`config.mk`:
```
export PLATFORM = sky130hd
export DESIGN_NAME = pe
export DESIGN_NICKNAME = d
export VERILOG_FILES = /design/src/common/pe_pkg.sv /design/src/common/stage_if.sv /design/src/hdl/rf_2p.sv /design/src/pe_core/datapath_controller.sv /design/src/pe_core/mac_pipe.sv /design/src/hdl/psum_path.sv /design/src/hdl/pe.sv
export SDC_FILE = /design/constraint.sdc
export NUM_CORES = 2
export LEC_CHECK = 0
export BUFFER_PORTS_ARGS = -buffer_cell sky130_fd_sc_hd__buf_2
export CAP_MARGIN = 20
export CELL_PAD_IN_SITES_DETAIL_PLACEMENT = 1
export CELL_PAD_IN_SITES_GLOBAL_PLACEMENT = 1
export CORE_AREA = 2 2 285 427
export CTS_CLUSTER_SIZE = 30
export DETAILED_ROUTE_END_ITERATION = 6
export DIE_AREA = 0 0 287 429
export PLACE_DENSITY_LB_ADDON = 0.1
export SYNTH_ARGS = -nofsm -noshare
export SYNTH_HDL_FRONTEND = slang
export SYNTH_SLANG_ARGS = --single-unit
```
`constraint.sdc`:
```
create_clock -name i_clk -period 8.25 [get_ports i_clk]
set_clock_uncertainty 0.05 [all_clocks]
set_input_delay 1.65 -clock i_clk [delete_from_list [all_inputs] [get_ports i_clk]]
set_output_delay 1.65 -clock i_clk [all_outputs]
set_load 0.02 [all_outputs]
```
`src/common/pe_pkg.sv`:
```
package pe_pkg;

    // ========================================
    // PE sizes
    // ========================================

    // rows per PE, one filter each
    localparam int PEROW   = 4;
    // input and weight word width, signed
    localparam int DWD     = 8;
    // psum width, wraps on overflow
    localparam int PSUMDWD = 20;
    // pad depth, max taps per window
    localparam int MAXTAP  = 8;
    // tap index width
    localparam int TAPWD   = 3;

    // ========================================
    // data types
    // ========================================

    typedef logic signed [DWD-1:0]     data_t;
    typedef logic signed [PSUMDWD-1:0] psum_t;

    // one word per row
    typedef data_t [PEROW-1:0] row_data_t;
    typedef psum_t [PEROW-1:0] row_psum_t;

    // ========================================
    // modes and states
    // ========================================

    // psum output mode
    typedef enum logic {
        PS_LOCAL,
        PS_ACC_LPE
    } ps_mode_e;

    // controller FSM
    typedef enum logic [1:0] {
        DPC_IDLE,
        DPC_LOAD_W,
        DPC_LOAD_I,
        DPC_ISSUE
    } dpc_state_e;

    // configuration, held stable while the PE is busy
    typedef struct packed {
        logic [TAPWD-1:0] ntap_m1;
        ps_mode_e         ps_mode;
    } pe_conf_t;

endpackage

```
`src/common/stage_if.sv`:
```
`timescale 1ns/1ps

interface stage_if import pe_pkg::*; ();

    logic             rdy;
    logic             ack;
    // tap tag and end of window
    logic [TAPWD-1:0] tap;
    logic             last;
    ps_mode_e         mode;
    // per-row product or sum
    row_psum_t        prod;

    modport src (
        output rdy, tap, last, mode, prod,
        input  ack
    );

    modport dst (
        input  rdy, tap, last, mode, prod,
        output ack
    );

endinterface

```
`src/hdl/rf_2p.sv`:
```
`timescale 1ns/1ps

module rf_2p import pe_pkg::*; #(
    parameter int LANES = 1,
    parameter int DEPTH = MAXTAP
) (
    input  logic                       i_clk,
    input  logic                       i_rst_n,
    input  logic                       i_write,
    input  logic [$clog2(DEPTH)-1:0]   i_waddr,
    input  logic [LANES*DWD-1:0]       i_wdata,
    input  logic                       i_read,
    input  logic [$clog2(DEPTH)-1:0]   i_raddr,
    output logic [LANES*DWD-1:0]       o_rdata
);

    logic [LANES*DWD-1:0] mem [DEPTH];

    // write port
    always_ff @(posedge i_clk) begin
        if (i_write) begin
            mem[i_waddr] <= i_wdata;
        end
    end

    // registered read, holds while idle
    // same-address write shows up one read later
    always_ff @(posedge i_clk or negedge i_rst_n) begin
        if (!i_rst_n) begin
            o_rdata <= '0;
        end else if (i_read) begin
            o_rdata <= mem[i_raddr];
        end
    end

endmodule

```
`src/pe_core/datapath_controller.sv`:
```
`timescale 1ns/1ps

module datapath_controller import pe_pkg::*; (
    input  logic             i_clk,
    input  logic             i_rst_n,
    input  pe_conf_t         i_conf,
    input  logic             i_weight_rdy,
    output logic             o_weight_ack,
    input  logic             i_input_rdy,
    output logic             o_input_ack,
    output logic             o_wpad_write,
    output logic [TAPWD-1:0] o_wpad_waddr,
    output logic             o_ipad_write,
    output logic [TAPWD-1:0] o_ipad_waddr,
    stage_if.src             issue
);

    dpc_state_e       state;
    dpc_state_e       state_nxt;
    logic [TAPWD-1:0] tap_cnt;
    logic             cnt_last;
    logic             beat;

    // ========================================
    // handshakes
    // ========================================

    assign cnt_last = (tap_cnt == i_conf.ntap_m1);

    // pad loads, one beat per cycle while rdy
    assign o_weight_ack = (state == DPC_LOAD_W) && i_weight_rdy;
    assign o_input_ack  = (state == DPC_LOAD_I) && i_input_rdy;

    // write data comes straight from the top-level ports
    assign o_wpad_write = o_weight_ack;
    assign o_wpad_waddr = tap_cnt;
    assign o_ipad_write = o_input_ack;
    assign o_ipad_waddr = tap_cnt;

    // one fetch op per tap
    assign issue.rdy  = (state == DPC_ISSUE);
    assign issue.tap  = tap_cnt;
    assign issue.last = cnt_last;
    assign issue.mode = i_conf.ps_mode;
    assign issue.prod = '0;

    // any transfer moves the tap counter
    assign beat = o_weight_ack || o_input_ack || (issue.rdy && issue.ack);

    // ========================================
    // FSM
    // ========================================

    always_comb begin
        state_nxt = state;
        case (state)
            DPC_IDLE: begin
                // weights win over inputs
                if (i_weight_rdy) begin
                    state_nxt = DPC_LOAD_W;
                end else if (i_input_rdy) begin
                    state_nxt = DPC_LOAD_I;
                end
            end
            DPC_LOAD_W: begin
                if (o_weight_ack && cnt_last) begin
                    state_nxt = DPC_IDLE;
                end
            end
            DPC_LOAD_I: begin
                if (o_input_ack && cnt_last) begin
                    state_nxt = DPC_ISSUE;
                end
            end
            DPC_ISSUE: begin
                if (issue.ack && cnt_last) begin
                    state_nxt = DPC_IDLE;
                end
            end
            default: begin
                state_nxt = DPC_IDLE;
            end
        endcase
    end

    always_ff @(posedge i_clk or negedge i_rst_n) begin
        if (!i_rst_n) begin
            state   <= DPC_IDLE;
            tap_cnt <= '0;
        end else begin
            state <= state_nxt;
            // wraps to 0 at the end of every phase
            if (beat) begin
                tap_cnt <= cnt_last ? '0 : tap_cnt + 1'b1;
            end
        end
    end

endmodule

```
`src/pe_core/mac_pipe.sv`:
```
`timescale 1ns/1ps

module mac_pipe import pe_pkg::*; (
    input  logic             i_clk,
    input  logic             i_rst_n,
    stage_if.dst             issue,
    stage_if.src             ss,
    output logic             o_ipad_read,
    output logic [TAPWD-1:0] o_ipad_raddr,
    input  data_t            i_ipad_rdata,
    output logic             o_wpad_read,
    output logic [TAPWD-1:0] o_wpad_raddr,
    input  row_data_t        i_wpad_rdata
);

    // multiply to sum
    stage_if ms ();

    logic             issue_take;
    logic             fs_valid;
    logic [TAPWD-1:0] fs_tap;
    logic             fs_last;
    ps_mode_e         fs_mode;
    logic             fs_take;
    logic             ms_take;
    row_psum_t        mul_prod;
    row_psum_t        acc;
    row_psum_t        acc_nxt;

    // ========================================
    // fetch stage
    // ========================================

    // free slot, or the slot empties this cycle
    assign issue.ack  = !fs_valid || fs_take;
    assign issue_take = issue.rdy && issue.ack;

    // pad read is the issue transfer itself
    assign o_ipad_read  = issue_take;
    assign o_ipad_raddr = issue.tap;
    assign o_wpad_read  = issue_take;
    assign o_wpad_raddr = issue.tap;

    always_ff @(posedge i_clk or negedge i_rst_n) begin
        if (!i_rst_n) begin
            fs_valid <= 1'b0;
        end else if (issue.ack) begin
            fs_valid <= issue.rdy;
        end
    end

    // tags travel alongside the pad data
    always_ff @(posedge i_clk) begin
        if (issue_take) begin
            fs_tap  <= issue.tap;
            fs_last <= issue.last;
            fs_mode <= issue.mode;
        end
    end

    // ========================================
    // multiply stage
    // ========================================

    assign fs_take = fs_valid && (!ms.rdy || ms.ack);

    // input broadcast to every row
    always_comb begin
        for (int r = 0; r < PEROW; r++) begin
            mul_prod[r] = psum_t'(i_ipad_rdata) * psum_t'(i_wpad_rdata[r]);
        end
    end

    always_ff @(posedge i_clk or negedge i_rst_n) begin
        if (!i_rst_n) begin
            ms.rdy <= 1'b0;
        end else if (fs_take) begin
            ms.rdy <= 1'b1;
        end else if (ms.ack) begin
            ms.rdy <= 1'b0;
        end
    end

    always_ff @(posedge i_clk) begin
        if (fs_take) begin
            ms.prod <= mul_prod;
            ms.tap  <= fs_tap;
            ms.last <= fs_last;
            ms.mode <= fs_mode;
        end
    end

    // ========================================
    // sum stage
    // ========================================

    // only a final tap needs the output slot
    assign ms.ack  = !(ms.last && ss.rdy && !ss.ack);
    assign ms_take = ms.rdy && ms.ack;

    // tap 0 starts a new window
    always_comb begin
        for (int r = 0; r < PEROW; r++) begin
            acc_nxt[r] = ((ms.tap == '0) ? psum_t'(0) : acc[r]) + ms.prod[r];
        end
    end

    always_ff @(posedge i_clk) begin
        if (ms_take) begin
            acc <= acc_nxt;
        end
        if (ms_take && ms.last) begin
            ss.prod <= acc_nxt;
            ss.tap  <= ms.tap;
            ss.last <= ms.last;
            ss.mode <= ms.mode;
        end
    end

    always_ff @(posedge i_clk or negedge i_rst_n) begin
        if (!i_rst_n) begin
            ss.rdy <= 1'b0;
        end else if (ms_take && ms.last) begin
            ss.rdy <= 1'b1;
        end else if (ss.ack) begin
            ss.rdy <= 1'b0;
        end
    end

endmodule

```
`src/hdl/psum_path.sv`:
```
`timescale 1ns/1ps

module psum_path import pe_pkg::*; (
    input  logic      i_clk,
    input  logic      i_rst_n,
    stage_if.dst      ss,
    input  logic      i_lpe_rdy,
    output logic      o_lpe_ack,
    input  row_psum_t i_psum_lpe,
    output logic      o_pout_rdy,
    input  logic      i_pout_ack,
    output row_psum_t o_psum
);

    logic      acc_lpe;
    logic      out_free;
    logic      src_ok;
    row_psum_t merged;

    // ========================================
    // channel join
    // ========================================

    // mode rides with the sum
    assign acc_lpe  = (ss.mode == PS_ACC_LPE);
    assign out_free = !o_pout_rdy || i_pout_ack;
    // LPE only matters in accumulate mode
    assign src_ok   = !acc_lpe || i_lpe_rdy;

    // ss and LPE taken in the same cycle
    assign ss.ack    = ss.rdy && out_free && src_ok;
    assign o_lpe_ack = ss.ack && acc_lpe;

    always_comb begin
        for (int r = 0; r < PEROW; r++) begin
            if (acc_lpe) begin
                merged[r] = ss.prod[r] + i_psum_lpe[r];
            end else begin
                merged[r] = ss.prod[r];
            end
        end
    end

    // ========================================
    // output register
    // ========================================

    always_ff @(posedge i_clk) begin
        if (ss.ack) begin
            o_psum <= merged;
        end
    end

    // held until the consumer acks
    always_ff @(posedge i_clk or negedge i_rst_n) begin
        if (!i_rst_n) begin
            o_pout_rdy <= 1'b0;
        end else if (ss.ack) begin
            o_pout_rdy <= 1'b1;
        end else if (i_pout_ack) begin
            o_pout_rdy <= 1'b0;
        end
    end

endmodule

```
`src/hdl/pe.sv`:
```
`timescale 1ns/1ps

module pe import pe_pkg::*; (
    input  logic             i_clk,
    input  logic             i_rst_n,
    // configuration
    input  logic [TAPWD-1:0] i_conf_ntap_m1,
    input  ps_mode_e         i_conf_ps_mode,
    // weight channel
    input  logic             i_weight_rdy,
    output logic             o_weight_ack,
    input  row_data_t        i_weight,
    // input channel
    input  logic             i_input_rdy,
    output logic             o_input_ack,
    input  data_t            i_input,
    // left neighbour psum
    input  logic             i_lpe_rdy,
    output logic             o_lpe_ack,
    input  row_psum_t        i_psum_lpe,
    // psum out
    output logic             o_pout_rdy,
    input  logic             i_pout_ack,
    output row_psum_t        o_psum
);

    pe_conf_t         conf;
    logic             wpad_write;
    logic [TAPWD-1:0] wpad_waddr;
    logic             wpad_read;
    logic [TAPWD-1:0] wpad_raddr;
    row_data_t        wpad_rdata;
    logic             ipad_write;
    logic [TAPWD-1:0] ipad_waddr;
    logic             ipad_read;
    logic [TAPWD-1:0] ipad_raddr;
    data_t            ipad_rdata;

    stage_if issue ();
    stage_if ss ();

    assign conf = '{ntap_m1: i_conf_ntap_m1, ps_mode: i_conf_ps_mode};

    // ========================================
    // scratchpads
    // ========================================

    rf_2p #(.LANES(1), .DEPTH(MAXTAP)) i_ipad (
        .i_clk   (i_clk),
        .i_rst_n (i_rst_n),
        .i_write (ipad_write),
        .i_waddr (ipad_waddr),
        .i_wdata (i_input),
        .i_read  (ipad_read),
        .i_raddr (ipad_raddr),
        .o_rdata (ipad_rdata)
    );

    rf_2p #(.LANES(PEROW), .DEPTH(MAXTAP)) i_wpad (
        .i_clk   (i_clk),
        .i_rst_n (i_rst_n),
        .i_write (wpad_write),
        .i_waddr (wpad_waddr),
        .i_wdata (i_weight),
        .i_read  (wpad_read),
        .i_raddr (wpad_raddr),
        .o_rdata (wpad_rdata)
    );

    // ========================================
    // control, MAC and psum out
    // ========================================

    datapath_controller i_dpc (
        .i_clk        (i_clk),
        .i_rst_n      (i_rst_n),
        .i_conf       (conf),
        .i_weight_rdy (i_weight_rdy),
        .o_weight_ack (o_weight_ack),
        .i_input_rdy  (i_input_rdy),
        .o_input_ack  (o_input_ack),
        .o_wpad_write (wpad_write),
        .o_wpad_waddr (wpad_waddr),
        .o_ipad_write (ipad_write),
        .o_ipad_waddr (ipad_waddr),
        .issue        (issue.src)
    );

    mac_pipe i_mac_pipe (
        .i_clk        (i_clk),
        .i_rst_n      (i_rst_n),
        .issue        (issue.dst),
        .ss           (ss.src),
        .o_ipad_read  (ipad_read),
        .o_ipad_raddr (ipad_raddr),
        .i_ipad_rdata (ipad_rdata),
        .o_wpad_read  (wpad_read),
        .o_wpad_raddr (wpad_raddr),
        .i_wpad_rdata (wpad_rdata)
    );

    psum_path i_psum_path (
        .i_clk      (i_clk),
        .i_rst_n    (i_rst_n),
        .ss         (ss.dst),
        .i_lpe_rdy  (i_lpe_rdy),
        .o_lpe_ack  (o_lpe_ack),
        .i_psum_lpe (i_psum_lpe),
        .o_pout_rdy (o_pout_rdy),
        .i_pout_ack (i_pout_ack),
        .o_psum     (o_psum)
    );

endmodule

```
==> out/results.tsv <==
metric	value	unit
cpMaxStageDelayCell	dfrtp_1	
clkSinkCount	684	
dieHeight	429	um
endpoint_kind	register	
setup_viol	0	
gr-usage-met3	2.31	%
seq_area_frac_synth	48.9	%
insertion_delay	0.65	ns
cts_tree	yes	
fin_tns_setup	0	ns
utilization	39.4	%
synth.area.mux_share	1.45	%
cts_max_path_buffers	3	
maxCapViolCount	0	
yosys_register_bits	684	
startpoint_type	register	
syn2layout_area_growth	13.2	%
grt.met1_usage	21.5	%
die_w	287	um
grt_pass1_wl	163	mm
synth-edff-count	635	
netlist_instances	3464	
cts_resized	0	
grt_pass1_vias	29075	
port_buffers	213	
ctsHoldBuffers	0	
gp_congestion	0.753	
required	8.71	ns
hold_path_depth	0	
post-route-period-util	65.8	%
status	finished clean	
critical-path-max-stage-delay	0.71	ns
crit_buf_inv	4	
critPathMostFrequentCell	fa_1	
crit_family	adder cells	
synth_xor_area_share	3.32	%
synth_nets	4091	
hp-class	reg -> reg	
antenna_found_initial	12	
timing.hold.ws	0.372	ns
core_area	0.119	mm^2
ys.flop_type	edfxtp_1	
grt_use_met2	29.5	%
drv_slew	0	
ant_nets	0	
postSynth.asyncResetShare	7.16	%
path_cells	buf_4 -> nand2_1 -> fa_1 -> inv_1 -> fa_1 -> inv_1 -> fa_1 -> fa_1 -> inv_1 -> ha_1 -> nor2b_1 -> o21ai_0 -> a21boi_0 -> o21ai_0 -> a21boi_0 -> o21ai_0 -> a21boi_0 -> or4_1 -> nand3_1	
synth_area_leaders	edfxtp_1 (46%), fa_1 (11%), ha_1 (8.1%)	
grt_setup_unrepaired	no	
die_area	0.123	mm^2
ctsHtreeMaxLevel	3	
drive_above_1_share	11.9	%
grt_max_degree	63	
timing.final.crit_period	5.43	ns
gr-usage-all-layers	16.8	%
whs_endpoint	i_mac_pipe.ms.tap[1]$_DFFE_PP_	
min_from	i_mac_pipe.fs_tap[1]$_DFFE_PP_	
fmax	0.184	GHz
synth_top_family_by_area	adder cells	
num_vias	26620	
dpl.hpwl	71.9	mm
avgSynthCellArea	12.0	um^2
initial_core_util	34.8	%
reg2reg_depth	19	
layout.nets	4310	
overflow	0	
synth_area_leader_cell	edfxtp_1	
drtIter0Drc	954	
rows	155	
rr_endpoint	i_mac_pipe.ms.prod[14]$_DFFE_PP_	
regToRegStartpoint	i_ipad.o_rdata[3]$_DFFE_PN0P_	
cp_max_fo	18	
final_hold_viol_count	0	
synth-compound-area-share	11.8	%
critPathKind	reg -> reg	
num_io_pins	214	
slew_headroom	28.1	%
drc	0	
synth_fa_ha_area_share	19.1	%
rrSetupSlack	2.82	ns
clk_pin_slew_worst_paths	0.06	ns
grt.busiest_layer	met2	
dr.pass1.iters	4	
post_cts_buffers	0	
ys_warn_count	0	
netlist_area	0.0415	mm^2
cts_made_buffers	75	
synth_commonest_cells	edfxtp_1 (635), inv_1 (422), ha_1 (269)	
synthSimpleGateAreaFrac	10.6	%
wl	102	mm
synth_top_area_share	46.0	%
cts.root.buffer_cell	clkbuf_16	
synth.most_common_cell	edfxtp_1	
vias_per_cell	5.01	
worstMarginPinSlew	1.08	ns
yosysUniqueCellTypes	75	
worstPathArrival	5.89	ns
routedWlPerCell	19.2	um
## stage by stage
| step | setup WS, ns | instance area [um^2] | instances |
|---|---|---|---|
| final | 2.82 | 46900 | 5317 |
| after global routing | 2.30 | 46900 | 5316 |
| after detailed placement | 2.73 | 44500 | 5176 |
| after global placement | 2.93 | 44500 | 5175 |
| after floorplan | 0.0705 | 41500 | 3464 |
| after CTS | 2.74 | 46900 | 5316 |
## layer usage
metal | up-vias | share of wire (%)
met2 | 360 | 50
met5 | - | 0.11
met3 | 120 | 3.5
met1 | 13402 | 45
met4 | 18 | 1.9
li1 | 12720 | -
## area by class of cell
cell class              count  area (um^2)
fillers                 12786        72200
flip-flops and latches    684        20300
multi-input cells        2250        19300
clock buffers              99         2000
well taps                1570         1960
inverters                 422         1580
repair buffers            250         1350
clock inverters            41          417
diodes                      1         2.50
## logic make-up (layout without fill, tap and decap cells)
group	Yosys count	count (layout)
DFF	684	684
adders and majority gates	497	497
AOI/OAI and AO/OA	703	703
xor gates and xnor gates	157	157
other	0	1
buffers and inverters	530	812
muxes	54	54
and+or+nand+nor	839	839
## worst register-to-register path: stages (launching register included)
cell	delay (ns)
dfrtp_1	0.71
buf_4	0.35
nand2_1	0.12
fa_1	0.43
inv_1	0.08
fa_1	0.42
inv_1	0.09
fa_1	0.40
fa_1	0.49
inv_1	0.04
ha_1	0.30
nor2b_1	0.15
o21ai_0	0.24
a21boi_0	0.17
o21ai_0	0.23
a21boi_0	0.15
o21ai_0	0.21
a21boi_0	0.16
or4_1	0.42
nand3_1	0.09
## registers in the layout, summed over array words and instances (netlist names), 2 cells and up
register,count
i_psum_path.o_psum,80
i_ipad.o_rdata,8
i_mac_pipe.ms.tap,3
i_dpc.issue.tap,3
i_wpad.mem,256
i_ipad.mem,64
i_mac_pipe.fs_tap,3
i_wpad.o_rdata,32
i_mac_pipe.acc,80
i_mac_pipe.ms.prod,64
i_mac_pipe.ss.prod,80
i_dpc.state,2
## cells in the final DEF (no fill, tap or decap), types with 14 or more instances in the layout
cell / count
a211oi_1: 14
a21boi_0: 26
a21o_1: 86
a21oi_1: 123
a221oi_1: 43
a22o_1: 41
a22oi_1: 83
a31oi_1: 48
and2_1: 242
and3_1: 19
buf_2: 213
buf_4: 36
clkbuf_1: 22
clkbuf_16: 76
dfrtp_1: 49
edfxtp_1: 635
fa_1: 228
ha_1: 269
inv_1: 421
mux2_2: 46
nand2_1: 186
nand2b_1: 34
nand3_1: 55
nor2_1: 136
nor2b_1: 51
nor3_1: 37
o211ai_1: 14
o21a_1: 27
o21ai_0: 101
o21bai_1: 16
xnor2_1: 120
xor2_1: 37
## worst max path at each step
stage	end	from	cells after the start
after floorplan	i_mac_pipe.ss.mode$_DFFE_PP_	i_lpe_rdy	4
after global placement	i_mac_pipe.ms.prod[14]$_DFFE_PP_	i_ipad.o_rdata[3]$_DFFE_PN0P_	19
after detailed placement	i_mac_pipe.ms.prod[14]$_DFFE_PP_	i_ipad.o_rdata[3]$_DFFE_PN0P_	19
after CTS	i_mac_pipe.ms.prod[14]$_DFFE_PP_	i_ipad.o_rdata[3]$_DFFE_PN0P_	19
after global routing	i_mac_pipe.ms.prod[14]$_DFFE_PP_	i_ipad.o_rdata[3]$_DFFE_PN0P_	19
final	i_mac_pipe.ms.prod[14]$_DFFE_PP_	i_ipad.o_rdata[3]$_DFFE_PN0P_	19
Power is left out: the tool's default activity adds up to more than one toggle a clock period on the data nets, which glitch-free logic cannot reach.
